[config.mk]
export PLATFORM = sky130hd
export DESIGN_NAME = arcade_shell
export DESIGN_NICKNAME = d
export VERILOG_FILES = /design/src/arcade_pkg.sv /design/src/kbd_buttons_if.sv /design/src/clock_enables.sv /design/src/key_decoder.sv /design/src/control_mapper.sv /design/src/video_output.sv /design/src/sigma_delta_dac.sv /design/src/arcade_shell.sv
export SDC_FILE = /design/constraint.sdc
export NUM_CORES = 1
export LEC_CHECK = 0
export ABC_AREA = 1
export ABC_CLOCK_PERIOD_IN_PS = 2080
export BUFFER_PORTS_ARGS = -buffer_cell sky130_fd_sc_hd__buf_2
export CELL_PAD_IN_SITES_DETAIL_PLACEMENT = 1
export CELL_PAD_IN_SITES_GLOBAL_PLACEMENT = 2
export CORE_MARGIN = 2
export CORE_UTILIZATION = 31
export DETAILED_ROUTE_END_ITERATION = 10
export PLACE_DENSITY_LB_ADDON = 0.1
export SYNTH_ARGS = -nofsm -noshare
export SYNTH_HDL_FRONTEND = slang
export SYNTH_HIERARCHICAL = 1
export SYNTH_SLANG_ARGS = --single-unit
[constraint.sdc]
create_clock -name clk_sys -period 2.08 [get_ports clk_sys]
set_input_delay 0.104 -clock clk_sys [delete_from_list [all_inputs] [get_ports clk_sys]]
set_output_delay 0.104 -clock clk_sys [all_outputs]
set_load 0.01 [all_outputs]
[src/arcade_pkg.sv]
// Shared constants for the arcade platform shell.
// Widths, keyboard scan codes, joystick and core button bit positions,
// status word bit indices and scanline modes. Referenced by scoped name.

package arcade_pkg;

	// Widths
	localparam int color_in_w  = 3;
	localparam int color_out_w = 6;
	localparam int audio_w     = 10;
	localparam int key_code_w  = 8;

	// Keyboard scan codes
	localparam logic [key_code_w-1:0] key_up     = 8'h75;
	localparam logic [key_code_w-1:0] key_down   = 8'h72;
	localparam logic [key_code_w-1:0] key_left   = 8'h6B;
	localparam logic [key_code_w-1:0] key_right  = 8'h74;
	localparam logic [key_code_w-1:0] key_coin   = 8'h76; // ESC
	localparam logic [key_code_w-1:0] key_start1 = 8'h05; // F1
	localparam logic [key_code_w-1:0] key_start2 = 8'h06; // F2
	localparam logic [key_code_w-1:0] key_fire1  = 8'h29; // Space
	localparam logic [key_code_w-1:0] key_fire2  = 8'h11; // Alt
	localparam logic [key_code_w-1:0] key_fire3  = 8'h14; // Ctrl

	// Joystick word bits
	localparam int joy_right = 0;
	localparam int joy_left  = 1;
	localparam int joy_down  = 2;
	localparam int joy_up    = 3;
	localparam int joy_fire1 = 4;
	localparam int joy_fire2 = 5;

	// Core button word bits, active low at the core
	localparam int btn_up     = 0;
	localparam int btn_down   = 1;
	localparam int btn_left   = 2;
	localparam int btn_right  = 3;
	localparam int btn_start1 = 4;
	localparam int btn_coin   = 5;
	localparam int btn_fire   = 6;
	localparam int btn_start2 = 7;

	// Status word bits from the OSD menu
	localparam int st_reset      = 0;
	localparam int st_rotate     = 2;
	localparam int st_scan_lo    = 3;
	localparam int st_scan_hi    = 4;
	localparam int st_soft_reset = 6;

	// Scanline modes, in status bit order
	localparam logic [1:0] scan_off = 2'd0;
	localparam logic [1:0] scan_25  = 2'd1;
	localparam logic [1:0] scan_50  = 2'd2;
	localparam logic [1:0] scan_75  = 2'd3;

endpackage

[src/kbd_buttons_if.sv]
// Held keyboard button levels, from the scan-code decoder to the
// control mapper. All signals are plain levels in the clk_sys domain.

`timescale 1ns/1ps

interface kbd_buttons_if;

	logic up;
	logic down;
	logic left;
	logic right;
	logic coin;
	logic start1;
	logic start2;
	logic fire1;
	logic fire2;
	logic fire3; // Decoded, not used by the core

	modport source (
		output up, down, left, right, coin,
		output start1, start2, fire1, fire2, fire3
	);

	modport sink (
		input up, down, left, right, coin,
		input start1, start2, fire1, fire2, fire3
	);

endinterface

[src/clock_enables.sv]
// Clock enable generator for the game core.
// Registers run on the falling edge so the enables are settled at the
// rising edge where the core samples them. ce_star is every second cycle,
// ce_6p one in four, ce_1p79 one in AUDIO_DIV.

`timescale 1ns/1ps

module clock_enables #(
	parameter int AUDIO_DIV = 14
) (
	input  logic clk_sys,
	input  logic rst_n,
	output logic ce_star,
	output logic ce_6p,
	output logic ce_1p79
);

	localparam int DIV_W = (AUDIO_DIV > 1) ? $clog2(AUDIO_DIV) : 1;

	logic [1:0]       pix_div;  // Free running
	logic [DIV_W-1:0] snd_cnt;  // Sound down-counter

	always_ff @(negedge clk_sys or negedge rst_n) begin
		if (!rst_n) begin
			pix_div <= '0;
			snd_cnt <= '0;
			ce_star <= 1'b0;
			ce_6p   <= 1'b0;
			ce_1p79 <= 1'b0;
		end else begin
			pix_div <= pix_div + 2'd1;
			ce_star <= pix_div[0];
			ce_6p   <= pix_div[0] & ~pix_div[1]; // Subset of ce_star

			if (snd_cnt == '0) begin
				snd_cnt <= DIV_W'(AUDIO_DIV - 1);
				ce_1p79 <= 1'b1;
			end else begin
				snd_cnt <= snd_cnt - 1'b1;
				ce_1p79 <= 1'b0;
			end
		end
	end

endmodule

[src/key_decoder.sv]
// Keyboard event decoder.
// Each key_strobe carries one scan code with its pressed flag. The
// matching button register takes the flag and holds it until the release
// event for that key arrives. Unknown codes are ignored.

`timescale 1ns/1ps

module key_decoder (
	input  logic                            clk_sys,
	input  logic                            rst_n,
	input  logic                            key_strobe,
	input  logic                            key_pressed,
	input  logic [arcade_pkg::key_code_w-1:0] key_code,
	kbd_buttons_if.source                   kbd
);

	always_ff @(posedge clk_sys or negedge rst_n) begin
		if (!rst_n) begin
			kbd.up     <= 1'b0;
			kbd.down   <= 1'b0;
			kbd.left   <= 1'b0;
			kbd.right  <= 1'b0;
			kbd.coin   <= 1'b0;
			kbd.start1 <= 1'b0;
			kbd.start2 <= 1'b0;
			kbd.fire1  <= 1'b0;
			kbd.fire2  <= 1'b0;
			kbd.fire3  <= 1'b0;
		end else if (key_strobe) begin
			case (key_code)
				arcade_pkg::key_up:     kbd.up     <= key_pressed;
				arcade_pkg::key_down:   kbd.down   <= key_pressed;
				arcade_pkg::key_left:   kbd.left   <= key_pressed;
				arcade_pkg::key_right:  kbd.right  <= key_pressed;
				arcade_pkg::key_coin:   kbd.coin   <= key_pressed;
				arcade_pkg::key_start1: kbd.start1 <= key_pressed;
				arcade_pkg::key_start2: kbd.start2 <= key_pressed;
				arcade_pkg::key_fire1:  kbd.fire1  <= key_pressed;
				arcade_pkg::key_fire2:  kbd.fire2  <= key_pressed;
				arcade_pkg::key_fire3:  kbd.fire3  <= key_pressed;
				default: ; // Keys the game does not use
			endcase
		end
	end

endmodule

[src/control_mapper.sv]
// Merges keyboard and both joysticks into the core button word.
// Rotation is active while status rotate bit is clear, matching a
// vertical monitor turned on its side. Also combines the reset sources.
// Both outputs are registered, one cycle after the inputs.

`timescale 1ns/1ps

module control_mapper (
	input  logic        clk_sys,
	input  logic        rst_n,
	kbd_buttons_if.sink kbd,
	input  logic [7:0]  joystick_0,
	input  logic [7:0]  joystick_1,
	input  logic [31:0] status,
	input  logic [1:0]  buttons,
	output logic [7:0]  core_buttons_n,
	output logic        core_reset
);

	logic in_up, in_down, in_left, in_right; // Merged, before rotation
	logic rotate;
	logic [7:0] btn_word;                    // Active high

	assign in_up    = kbd.up    | joystick_0[arcade_pkg::joy_up]    | joystick_1[arcade_pkg::joy_up];
	assign in_down  = kbd.down  | joystick_0[arcade_pkg::joy_down]  | joystick_1[arcade_pkg::joy_down];
	assign in_left  = kbd.left  | joystick_0[arcade_pkg::joy_left]  | joystick_1[arcade_pkg::joy_left];
	assign in_right = kbd.right | joystick_0[arcade_pkg::joy_right] | joystick_1[arcade_pkg::joy_right];

	assign rotate = ~status[arcade_pkg::st_rotate];

	always_comb begin
		btn_word = '0;
		btn_word[arcade_pkg::btn_up]     = rotate ? in_left  : in_up;
		btn_word[arcade_pkg::btn_down]   = rotate ? in_right : in_down;
		btn_word[arcade_pkg::btn_left]   = rotate ? in_down  : in_left;
		btn_word[arcade_pkg::btn_right]  = rotate ? in_up    : in_right;
		btn_word[arcade_pkg::btn_start1] = kbd.start1;
		btn_word[arcade_pkg::btn_coin]   = kbd.coin;
		btn_word[arcade_pkg::btn_fire]   = kbd.fire1 | joystick_0[arcade_pkg::joy_fire1]
			| joystick_1[arcade_pkg::joy_fire1];
		btn_word[arcade_pkg::btn_start2] = kbd.start2;
	end

	always_ff @(posedge clk_sys or negedge rst_n) begin
		if (!rst_n) begin
			core_buttons_n <= '1; // Nothing pressed
			core_reset     <= 1'b1;
		end else begin
			core_buttons_n <= ~btn_word;
			core_reset     <= status[arcade_pkg::st_reset] | status[arcade_pkg::st_soft_reset]
				| buttons[1];
		end
	end

endmodule

[src/video_output.sv]
// VGA output stage for the 3-bit core colour.
// Blanked pixels are forced to black, the rest widened to six bits by bit
// repetition. On odd lines the chosen scanline mode darkens the pixel.
// Syncs come out inverted. Everything is one register stage deep.

`timescale 1ns/1ps

module video_output (
	input  logic                             clk_sys,
	input  logic                             rst_n,
	input  logic [arcade_pkg::color_in_w-1:0]  core_r,
	input  logic [arcade_pkg::color_in_w-1:0]  core_g,
	input  logic [arcade_pkg::color_in_w-1:0]  core_b,
	input  logic                             core_hs,
	input  logic                             core_vs,
	input  logic                             core_hblank,
	input  logic                             core_vblank,
	input  logic [31:0]                      status,
	output logic [arcade_pkg::color_out_w-1:0] vga_r,
	output logic [arcade_pkg::color_out_w-1:0] vga_g,
	output logic [arcade_pkg::color_out_w-1:0] vga_b,
	output logic                             vga_hs,
	output logic                             vga_vs
);

	logic       hs_d;      // Previous core_hs
	logic       line_odd;
	logic       blank;
	logic [1:0] scan_mode;

	// Expand one channel and apply scanline dimming
	function automatic logic [arcade_pkg::color_out_w-1:0] shade(
		input logic [arcade_pkg::color_in_w-1:0] c,
		input logic                              dim,
		input logic [1:0]                        mode
	);
		logic [arcade_pkg::color_out_w-1:0] full;
		full = {c, c};
		if (!dim)
			return full;
		case (mode)
			arcade_pkg::scan_25: return full - (full >> 2);
			arcade_pkg::scan_50: return full >> 1;
			arcade_pkg::scan_75: return full >> 2;
			default:             return full; // scan_off
		endcase
	endfunction

	assign blank     = core_hblank | core_vblank;
	assign scan_mode = {status[arcade_pkg::st_scan_hi], status[arcade_pkg::st_scan_lo]};

	// ==================================================================
	// Line parity and pixel register
	// ==================================================================
	always_ff @(posedge clk_sys or negedge rst_n) begin
		if (!rst_n) begin
			hs_d     <= 1'b0;
			line_odd <= 1'b0;
			vga_r    <= '0;
			vga_g    <= '0;
			vga_b    <= '0;
			vga_hs   <= 1'b1;
			vga_vs   <= 1'b1;
		end else begin
			hs_d <= core_hs;
			if (core_hs && !hs_d)
				line_odd <= ~line_odd; // New line
			vga_r  <= blank ? '0 : shade(core_r, line_odd, scan_mode);
			vga_g  <= blank ? '0 : shade(core_g, line_odd, scan_mode);
			vga_b  <= blank ? '0 : shade(core_b, line_odd, scan_mode);
			vga_hs <= ~core_hs;
			vga_vs <= ~core_vs;
		end
	end

endmodule

[src/sigma_delta_dac.sv]
// First-order sigma-delta DAC with a one-bit output.
// The sample is added into an accumulator one bit wider than the input
// every cycle; the carry out is the output bit. For a constant input v
// the output is high on v cycles of every 2**DAC_WIDTH.

`timescale 1ns/1ps

module sigma_delta_dac #(
	parameter int DAC_WIDTH = arcade_pkg::audio_w
) (
	input  logic                 clk_sys,
	input  logic                 rst_n,
	input  logic [DAC_WIDTH-1:0] dac_in,
	output logic                 dac_out
);

	logic [DAC_WIDTH:0] acc;     // MSB holds the last carry
	logic [DAC_WIDTH:0] acc_nxt;

	// Carry from the previous sum is dropped before adding again
	assign acc_nxt = {1'b0, acc[DAC_WIDTH-1:0]} + {1'b0, dac_in};

	always_ff @(posedge clk_sys or negedge rst_n) begin
		if (!rst_n)
			acc <= '0;
		else
			acc <= acc_nxt;
	end

	assign dac_out = acc[DAC_WIDTH]; // Straight from the flop

endmodule

[src/arcade_shell.sv]
// Platform shell around an external arcade game core.
// Generates the core clock enables, maps keyboard and joysticks onto the
// core buttons, combines resets, drives VGA and the audio DAC.
// All signals are plain ports; the game core connects to the core_* pins.

`timescale 1ns/1ps

module arcade_shell #(
	parameter int AUDIO_DIV = 14,
	parameter int DAC_WIDTH = arcade_pkg::audio_w
) (
	input  logic                               clk_sys,
	input  logic                               rst_n,
	// Core clock enables
	output logic                               ce_star,
	output logic                               ce_6p,
	output logic                               ce_1p79,
	// Keyboard events and menu state
	input  logic                               key_strobe,
	input  logic                               key_pressed,
	input  logic [arcade_pkg::key_code_w-1:0]  key_code,
	input  logic [7:0]                         joystick_0,
	input  logic [7:0]                         joystick_1,
	input  logic [31:0]                        status,
	input  logic [1:0]                         buttons,
	// Core controls
	output logic [7:0]                         core_buttons_n,
	output logic                               core_reset,
	// Core video and audio
	input  logic [arcade_pkg::color_in_w-1:0]  core_r,
	input  logic [arcade_pkg::color_in_w-1:0]  core_g,
	input  logic [arcade_pkg::color_in_w-1:0]  core_b,
	input  logic                               core_hs,
	input  logic                               core_vs,
	input  logic                               core_hblank,
	input  logic                               core_vblank,
	input  logic [DAC_WIDTH-1:0]               core_audio,
	// Board outputs
	output logic [arcade_pkg::color_out_w-1:0] vga_r,
	output logic [arcade_pkg::color_out_w-1:0] vga_g,
	output logic [arcade_pkg::color_out_w-1:0] vga_b,
	output logic                               vga_hs,
	output logic                               vga_vs,
	output logic                               audio_l,
	output logic                               audio_r
);

	kbd_buttons_if kbd_bus ();

	clock_enables #(.AUDIO_DIV(AUDIO_DIV)) u_clock_enables (
		.clk_sys (clk_sys),
		.rst_n   (rst_n),
		.ce_star (ce_star),
		.ce_6p   (ce_6p),
		.ce_1p79 (ce_1p79)
	);

	key_decoder u_key_decoder (
		.clk_sys     (clk_sys),
		.rst_n       (rst_n),
		.key_strobe  (key_strobe),
		.key_pressed (key_pressed),
		.key_code    (key_code),
		.kbd         (kbd_bus)
	);

	control_mapper u_control_mapper (
		.clk_sys        (clk_sys),
		.rst_n          (rst_n),
		.kbd            (kbd_bus),
		.joystick_0     (joystick_0),
		.joystick_1     (joystick_1),
		.status         (status),
		.buttons        (buttons),
		.core_buttons_n (core_buttons_n),
		.core_reset     (core_reset)
	);

	video_output u_video_output (
		.clk_sys     (clk_sys),
		.rst_n       (rst_n),
		.core_r      (core_r),
		.core_g      (core_g),
		.core_b      (core_b),
		.core_hs     (core_hs),
		.core_vs     (core_vs),
		.core_hblank (core_hblank),
		.core_vblank (core_vblank),
		.status      (status),
		.vga_r       (vga_r),
		.vga_g       (vga_g),
		.vga_b       (vga_b),
		.vga_hs      (vga_hs),
		.vga_vs      (vga_vs)
	);

	sigma_delta_dac #(.DAC_WIDTH(DAC_WIDTH)) u_dac (
		.clk_sys (clk_sys),
		.rst_n   (rst_n),
		.dac_in  (core_audio),
		.dac_out (audio_l)
	);

	assign audio_r = audio_l; // Mono core

endmodule

==> results of run 1 <==
-- registers in the layout, summed over array words and instances, names as in the netlist --
signal / cells
u_clock_enables/ce_6p: 1
u_dac/acc: 11
u_key_decoder/kbd.coin: 1
u_key_decoder/kbd.fire1: 1
u_video_output/hs_d: 1
u_video_output/vga_b: 6
u_control_mapper/core_buttons_n: 8
u_key_decoder/kbd.right: 1
u_key_decoder/kbd.start2: 1
u_video_output/vga_vs: 1
u_key_decoder/kbd.up: 1
u_clock_enables/ce_1p79: 1
u_clock_enables/ce_star: 1
u_key_decoder/kbd.start1: 1
u_key_decoder/kbd.down: 1
u_clock_enables/snd_cnt: 4
u_video_output/vga_g: 6
u_clock_enables/pix_div: 2
u_video_output/line_odd: 1
u_video_output/vga_r: 6
u_control_mapper/core_reset: 1
u_video_output/vga_hs: 1
u_key_decoder/kbd.left: 1
-- metal layers --
layer,vias up,wire (um),track usage,share of wire
li1,1682,-,-,-
met1,1589,4290,0.198,0.45
met2,64,4810,0.280,0.50
met3,8,373,0.0340,0.039
met4,0,145,0.0512,0.015
met5,-,0,0,0
-- path summary, 6_finish.rpt --
check | startpoint | to | slack (ps) | cells past startpoint
worst max-delay path | u_clock_enables/ce_1p79 | ce_1p79 | 90 | 1
worst min-delay path | joystick_0[0] | u_control_mapper/core_buttons_n[1] | 10 | 4
worst max register to register | u_dac/acc[0] | u_dac/acc[6] | 450 | 8
worst min register to register | u_clock_enables/pix_div[0] | u_clock_enables/pix_div[0] | 330 | 1
max in group asynchronous | rst_n | u_clock_enables/snd_cnt[2] | 410 | 2
min in group asynchronous | rst_n | u_video_output/vga_b[2] | 360 | 2
-- layout make-up --
| cell class | count | area [sq um] | share of cell area |
|---|---|---|---|
| well taps | 143 | 179 | 0.0383 |
| flip-flops and latches | 59 | 1490 | 0.319 |
| repair buffers | 102 | 593 | 0.127 |
| clock inverters | 3 | 68.8 | 0.0147 |
| inverters | 61 | 236 | 0.0507 |
| clock buffers | 13 | 270 | 0.0579 |
| multi-input cells | 326 | 1830 | 0.392 |
-- layout by cell type (no fill, tap or decap), types with 3 or more instances in the layout --
master,n
a21oi_1,25
a21oi_2,5
xor2_1,4
dfrtp_1,39
clkbuf_16,9
nand4_1,9
inv_2,7
dlygate4sd3_1,15
o21ai_0,21
inv_1,51
o21ai_1,10
nor3_1,4
inv_4,3
ha_1,24
buf_4,3
nand2_1,123
dfrtn_1,9
buf_2,84
fa_1,4
nand2_2,5
dfstp_2,11
nand3_1,46
nor2_2,7
clkbuf_8,3
nor2_1,23
-- per-stage QoR --
stage               hold WS [ps]  cells  power [mW]  cell area, sq um
floorplan                   -192    456        2.43              3630
global placement             119    676        2.81              4180
detailed placement           128    676        2.85              4180
CTS                         2.03    707        4.56              4670
global route                27.5    707        4.83              4670
finish                      13.0    707        4.50              4670
-- where the power goes --
part / switching [mW] / internal, mW / total [mW] / leakage, nW
sequential: 0.115 / 1.36 / 1.47 / 0.728
combinational: 0.843 / 0.535 / 1.38 / 1.61
clock: 0.506 / 1.15 / 1.65 / 0.166
-- timing repair --
item                                   in CTS  in global routing
endpoints found under the hold margin      22                  0
buffers inserted                            0                  0
hold buffers                               15                  0
resized for setup                           0                  0
-- worst min-delay path, cell delays in order --
cell and delay [ps]:
buf_2 70, nor2_1 40, nand3_1 60, nand2_1 60
==> impl_metrics.env, run 1 <==
export IMPL_outcome="completed"
export IMPL_area_growth_synth_to_final_pct=28.6
export IMPL_htreeDepth=3
export IMPL_postSynthAreaPerCell_sq_um=7.96
export IMPL_final_core_utilization=0.409
export IMPL_maxSlewHeadroom=0.575
export IMPL_diodes=0
export IMPL_cpMaxStageDelayCell="dfrtn_1"
export IMPL_grt_pass1_vias=3531
export IMPL_die_area_sq_mm=0.0126
export IMPL_drive_above_1_share=0.261
export IMPL_finalNetCount=672
export IMPL_detail_route_wl_per_cell_um=13.6
export IMPL_clk_path_buf_depth=2
export IMPL_fin_setup_tns_ps=0
export IMPL_hold_viol_final=0
export IMPL_io_pins=119
export IMPL_power_density_mw_per_mm2=965
export IMPL_drt_drc=0
export IMPL_postSynthNetCount=569
export IMPL_final_max_slew_violation_count=0
export IMPL_largest_net_degree_at_the_start_of_global_routing=36
export IMPL_avgViaCountPerCell=4.73
export IMPL_critPathTopFamily="flip-flops"
export IMPL_timing_critical_path_cells="buf_2"
export IMPL_cell_row_count=39
export IMPL_timing_worst_slew_pin_value_ps=638
export IMPL_crit_path_end_kind="output pin"
export IMPL_port_buffers=84
export IMPL_ir_drop_mv=0.531
export IMPL_tritoncts="built"
export IMPL_initial_utilization=0.318
export IMPL_setup_worst_path_class="flip-flop to output pin"
export IMPL_min_path_type="primary input to flip-flop"
export IMPL_crit_arrival_ps=1890
export IMPL_worst_endpoint_required_ps=1980
export IMPL_number_of_antenna_violations_at_the_first_check_in_global_routing=0
export IMPL_synth_warning_count=6
export IMPL_gpl_final_weighted_congestion=0.796
export IMPL_cts_root_buf="clkbuf_16"
export IMPL_core_area_sq_mm=0.0114
export IMPL_die_x_um=112
export IMPL_wirelength_mm=9.62
export IMPL_synthesis_area_sq_mm=0.00363
export IMPL_grt_first_pass_wirelength_mm=16.5
export IMPL_clock_sinks=59
export IMPL_dr_total_vias=3343
export IMPL_drt_pass1_iter_count=4
export IMPL_timing_critical_path_slowest_cell_delay_ps=390
export IMPL_finalClockSkew_ps=4.52
export IMPL_category_of_the_worst_setup_path_launch_point="flip-flop"
export IMPL_cp_num_buf_inv=1
export IMPL_clock_insertion_delay_worst_skew_ps=330
export IMPL_static_leakage_power_nw=2.51
export IMPL_drt_first_iter_violations=121
export IMPL_rsz0062_at_grt="no"
export IMPL_overflow=0
export IMPL_dp_slack_ps=344
export IMPL_fillerInstances=1425
export IMPL_ant_nets=0
export IMPL_grtUsageTotal=0.160
export IMPL_number_of_buffers_created_by_cts=9
export IMPL_cts_reportedPaths_clkPinSlew_ps=50
export IMPL_postLayoutSetupSlackWorst_ps=87.6
export IMPL_die_height_um=112
export IMPL_detailed_placement_hpwl_mm=7.42
export IMPL_critical_path_peak_fanout=1
export IMPL_setup_viol=0
export IMPL_drv_max_cap_violation_count=0
export IMPL_number_of_standard_cells_after_synthesis=456
No activity file was read; power rests on OpenSTA's default activity.
==> inputs of run 2 (changes only) <==
--- a/config.mk
+++ b/config.mk
@@ -11,7 +11,8 @@
 export CELL_PAD_IN_SITES_DETAIL_PLACEMENT = 1
 export CELL_PAD_IN_SITES_GLOBAL_PLACEMENT = 2
 export CORE_MARGIN = 2
-export CORE_UTILIZATION = 31
+export CORE_UTILIZATION = 32
+export CTS_BUF_LIST = sky130_fd_sc_hd__clkbuf_8
 export DETAILED_ROUTE_END_ITERATION = 10
 export PLACE_DENSITY_LB_ADDON = 0.1
 export SYNTH_ARGS = -nofsm -noshare
==> run 2 against run 1 <==
  * Clock-buffer cell count is 3 lower
  * Largest power group is now registers
  * Clock skew grew 2.6 ps
  * Largest cell class unchanged
  * Via count is 0.42% higher
  * Sequential cell count unchanged
  * Die area decreased by 3.0%
==> impl_metrics.env, run 2 (same netlist as run 1, synthesis figures left out) <==
export IMPL_layout_cells_most_common="nand2_1"
export IMPL_final_max_slew_violation_count=0
export IMPL_rsz0062_at_grt="no"
export IMPL_core_area_sq_mm=0.0109
export IMPL_post_cts_buffers=0
export IMPL_largest_register_ff_count=11
export IMPL_worst_hold_slack_ps=33.9
export IMPL_cts_resized=0
export IMPL_port_buffers=84
export IMPL_static_leakage_power_nw=2.46
export IMPL_crit_arrival_ps=1920
export IMPL_ant_nets=0
export IMPL_grt_first_pass_wirelength_mm=17.1
export IMPL_tritoncts="built"
export IMPL_seq_power_share=0.380
export IMPL_worst_endpoint_required_ps=1980
export IMPL_cts_hold_buf=18
export IMPL_fillerInstances=1405
export IMPL_comb_power_share=0.352
export IMPL_critical_path_peak_fanout=1
export IMPL_ir_drop_mv=0.353
export IMPL_post_dp_cell_area_sq_mm=0.00417
export IMPL_min_path_type="primary input to flip-flop"
export IMPL_detail_route_wl_per_cell_um=13.9
export IMPL_grt_pass1_vias=3569
export IMPL_clk_path_buf_depth=2
export IMPL_timing_critical_path_slowest_cell_delay_ps=410
export IMPL_wirelength_mm=9.82
export IMPL_outcome="completed"
export IMPL_final_area_sq_mm=0.00455
export IMPL_crit_startpoint="u_clock_enables/ce_6p"
export IMPL_die_x_um=111
export IMPL_htreeDepth=3
export IMPL_number_of_buffers_created_by_cts=9
export IMPL_cpMaxStageDelayCell="dfrtn_1"
export IMPL_dr_total_vias=3357
export IMPL_cts_root_buf="clkbuf_8"
export IMPL_r2r_start="u_dac/acc[0]"
export IMPL_non_filler_instance_count_after_layout=707
export IMPL_avgViaCountPerCell=4.75
export IMPL_diodes=0
export IMPL_drv_max_cap_violation_count=0
export IMPL_timing_worst_slew_pin_value_ps=720
export IMPL_timing_critical_path_cells="buf_2"
export IMPL_power_density_mw_per_mm2=850
export IMPL_drive_above_1_share=0.259
export IMPL_finalNetCount=675
export IMPL_net_switching_power_mw=1.41
export IMPL_number_of_antenna_violations_at_the_first_check_in_global_routing=0
export IMPL_min_from="joystick_0[0]"
export IMPL_swShare=0.365
export IMPL_final_cell_mix="123 x nand2_1, 84 x buf_2, 52 x inv_1, 46 x nand3_1, 39 x dfrtp_1"
export IMPL_die_height_um=111
export IMPL_cts_reportedPaths_clkPinSlew_ps=60
export IMPL_clock_sinks=59
export IMPL_die_area_sq_mm=0.0122
export IMPL_gpl_final_weighted_congestion=0.806
export IMPL_drt_pass1_iter_count=4
export IMPL_drt_first_iter_violations=78
export IMPL_area_growth_synth_to_final_pct=25.3
export IMPL_overflow=0
export IMPL_fin_setup_tns_ps=0
export IMPL_clkPwrFrac=0.267
export IMPL_reg_largest_list="u_dac/acc (11), u_control_mapper/core_buttons_n (8)"
export IMPL_cell_row_count=38
export IMPL_initial_utilization=0.332
export IMPL_p_int_mw=2.46
export IMPL_setup_viol=0
export IMPL_crit_path_end_kind="output pin"
export IMPL_detailed_placement_hpwl_mm=7.64
export IMPL_finalPower_mw=3.87
export IMPL_finalClockSkew_ps=7.11
export IMPL_clock_insertion_delay_worst_skew_ps=340
export IMPL_maxSlewHeadroom=0.520
export IMPL_critPathTopFamily="flip-flops"
export IMPL_grtUsageTotal=0.170
export IMPL_largest_reg_by_ff_count="u_dac/acc"
export IMPL_post_place_cells=673
export IMPL_setup_worst_path_class="flip-flop to output pin"
export IMPL_io_pins=119
export IMPL_largest_net_degree_at_the_start_of_global_routing=33
export IMPL_hold_viol_final=0
export IMPL_category_of_the_worst_setup_path_launch_point="flip-flop"
export IMPL_cp_num_buf_inv=1
export IMPL_drt_drc=0
-- run 2: area by class of cell --
class / count / area (sq um) / share of cell area
clock inverter: 6 / 56.3 / 0.0124
multi-input combinational: 326 / 1830 / 0.402
sequential: 59 / 1490 / 0.328
timing repair buffer: 105 / 623 / 0.137
clock buffer: 10 / 138 / 0.0303
tap: 140 / 175 / 0.0385
inverter: 61 / 236 / 0.0520
-- run 2: power by group through the flow --
stage               Clock, mW  Combinational [mW]  Sequential (mW)
floorplan                   0               0.969             1.46
global placement            0                1.32             1.48
detailed placement          0                1.35             1.50
CTS                      1.07                1.39             1.47
global route             1.12                1.57             1.50
finish                   1.03                1.36             1.47
-- run 2: worst register-to-register path: cells and delay by family (launching register included) --
| kind | cells | cell delay, ps |
|---|---|---|
| compound gates | 1 | 230 |
| fa+ha+maj | 2 | 630 |
| buf+inv | 1 | 80 |
| flops | 1 | 330 |
| simple gates | 4 | 310 |
-- run 2: per-layer routing --
layer | up-vias | share of wire | GRT usage | wire length (um)
li1 | 1692 | - | - | -
met1 | 1599 | 0.47 | 0.216 | 4590
met2 | 56 | 0.49 | 0.293 | 4800
met3 | 10 | 0.030 | 0.0269 | 295
met4 | 0 | 0.013 | 0.0583 | 126
met5 | - | 0 | 0 | 0
-- run 2: final timing paths --
check / to / slack (ps) / cells after the start
max: ce_6p / 60 / 1
min: u_control_mapper/core_buttons_n[1] / 30 / 4
max reg2reg: u_dac/acc[10] / 450 / 8
min reg2reg: u_clock_enables/pix_div[0] / 330 / 1
max in group asynchronous: u_clock_enables/ce_1p79 / 550 / 2
min in group asynchronous: u_key_decoder/kbd.start1 / 240 / 2
-- run 2: stage by stage --
step,setup WS (ps),utilization
after floorplan,524,-
after global placement,388,0.382
after detailed placement,366,0.382
after CTS,38.9,0.416
after global routing,8.93,0.416
final,60.0,0.416
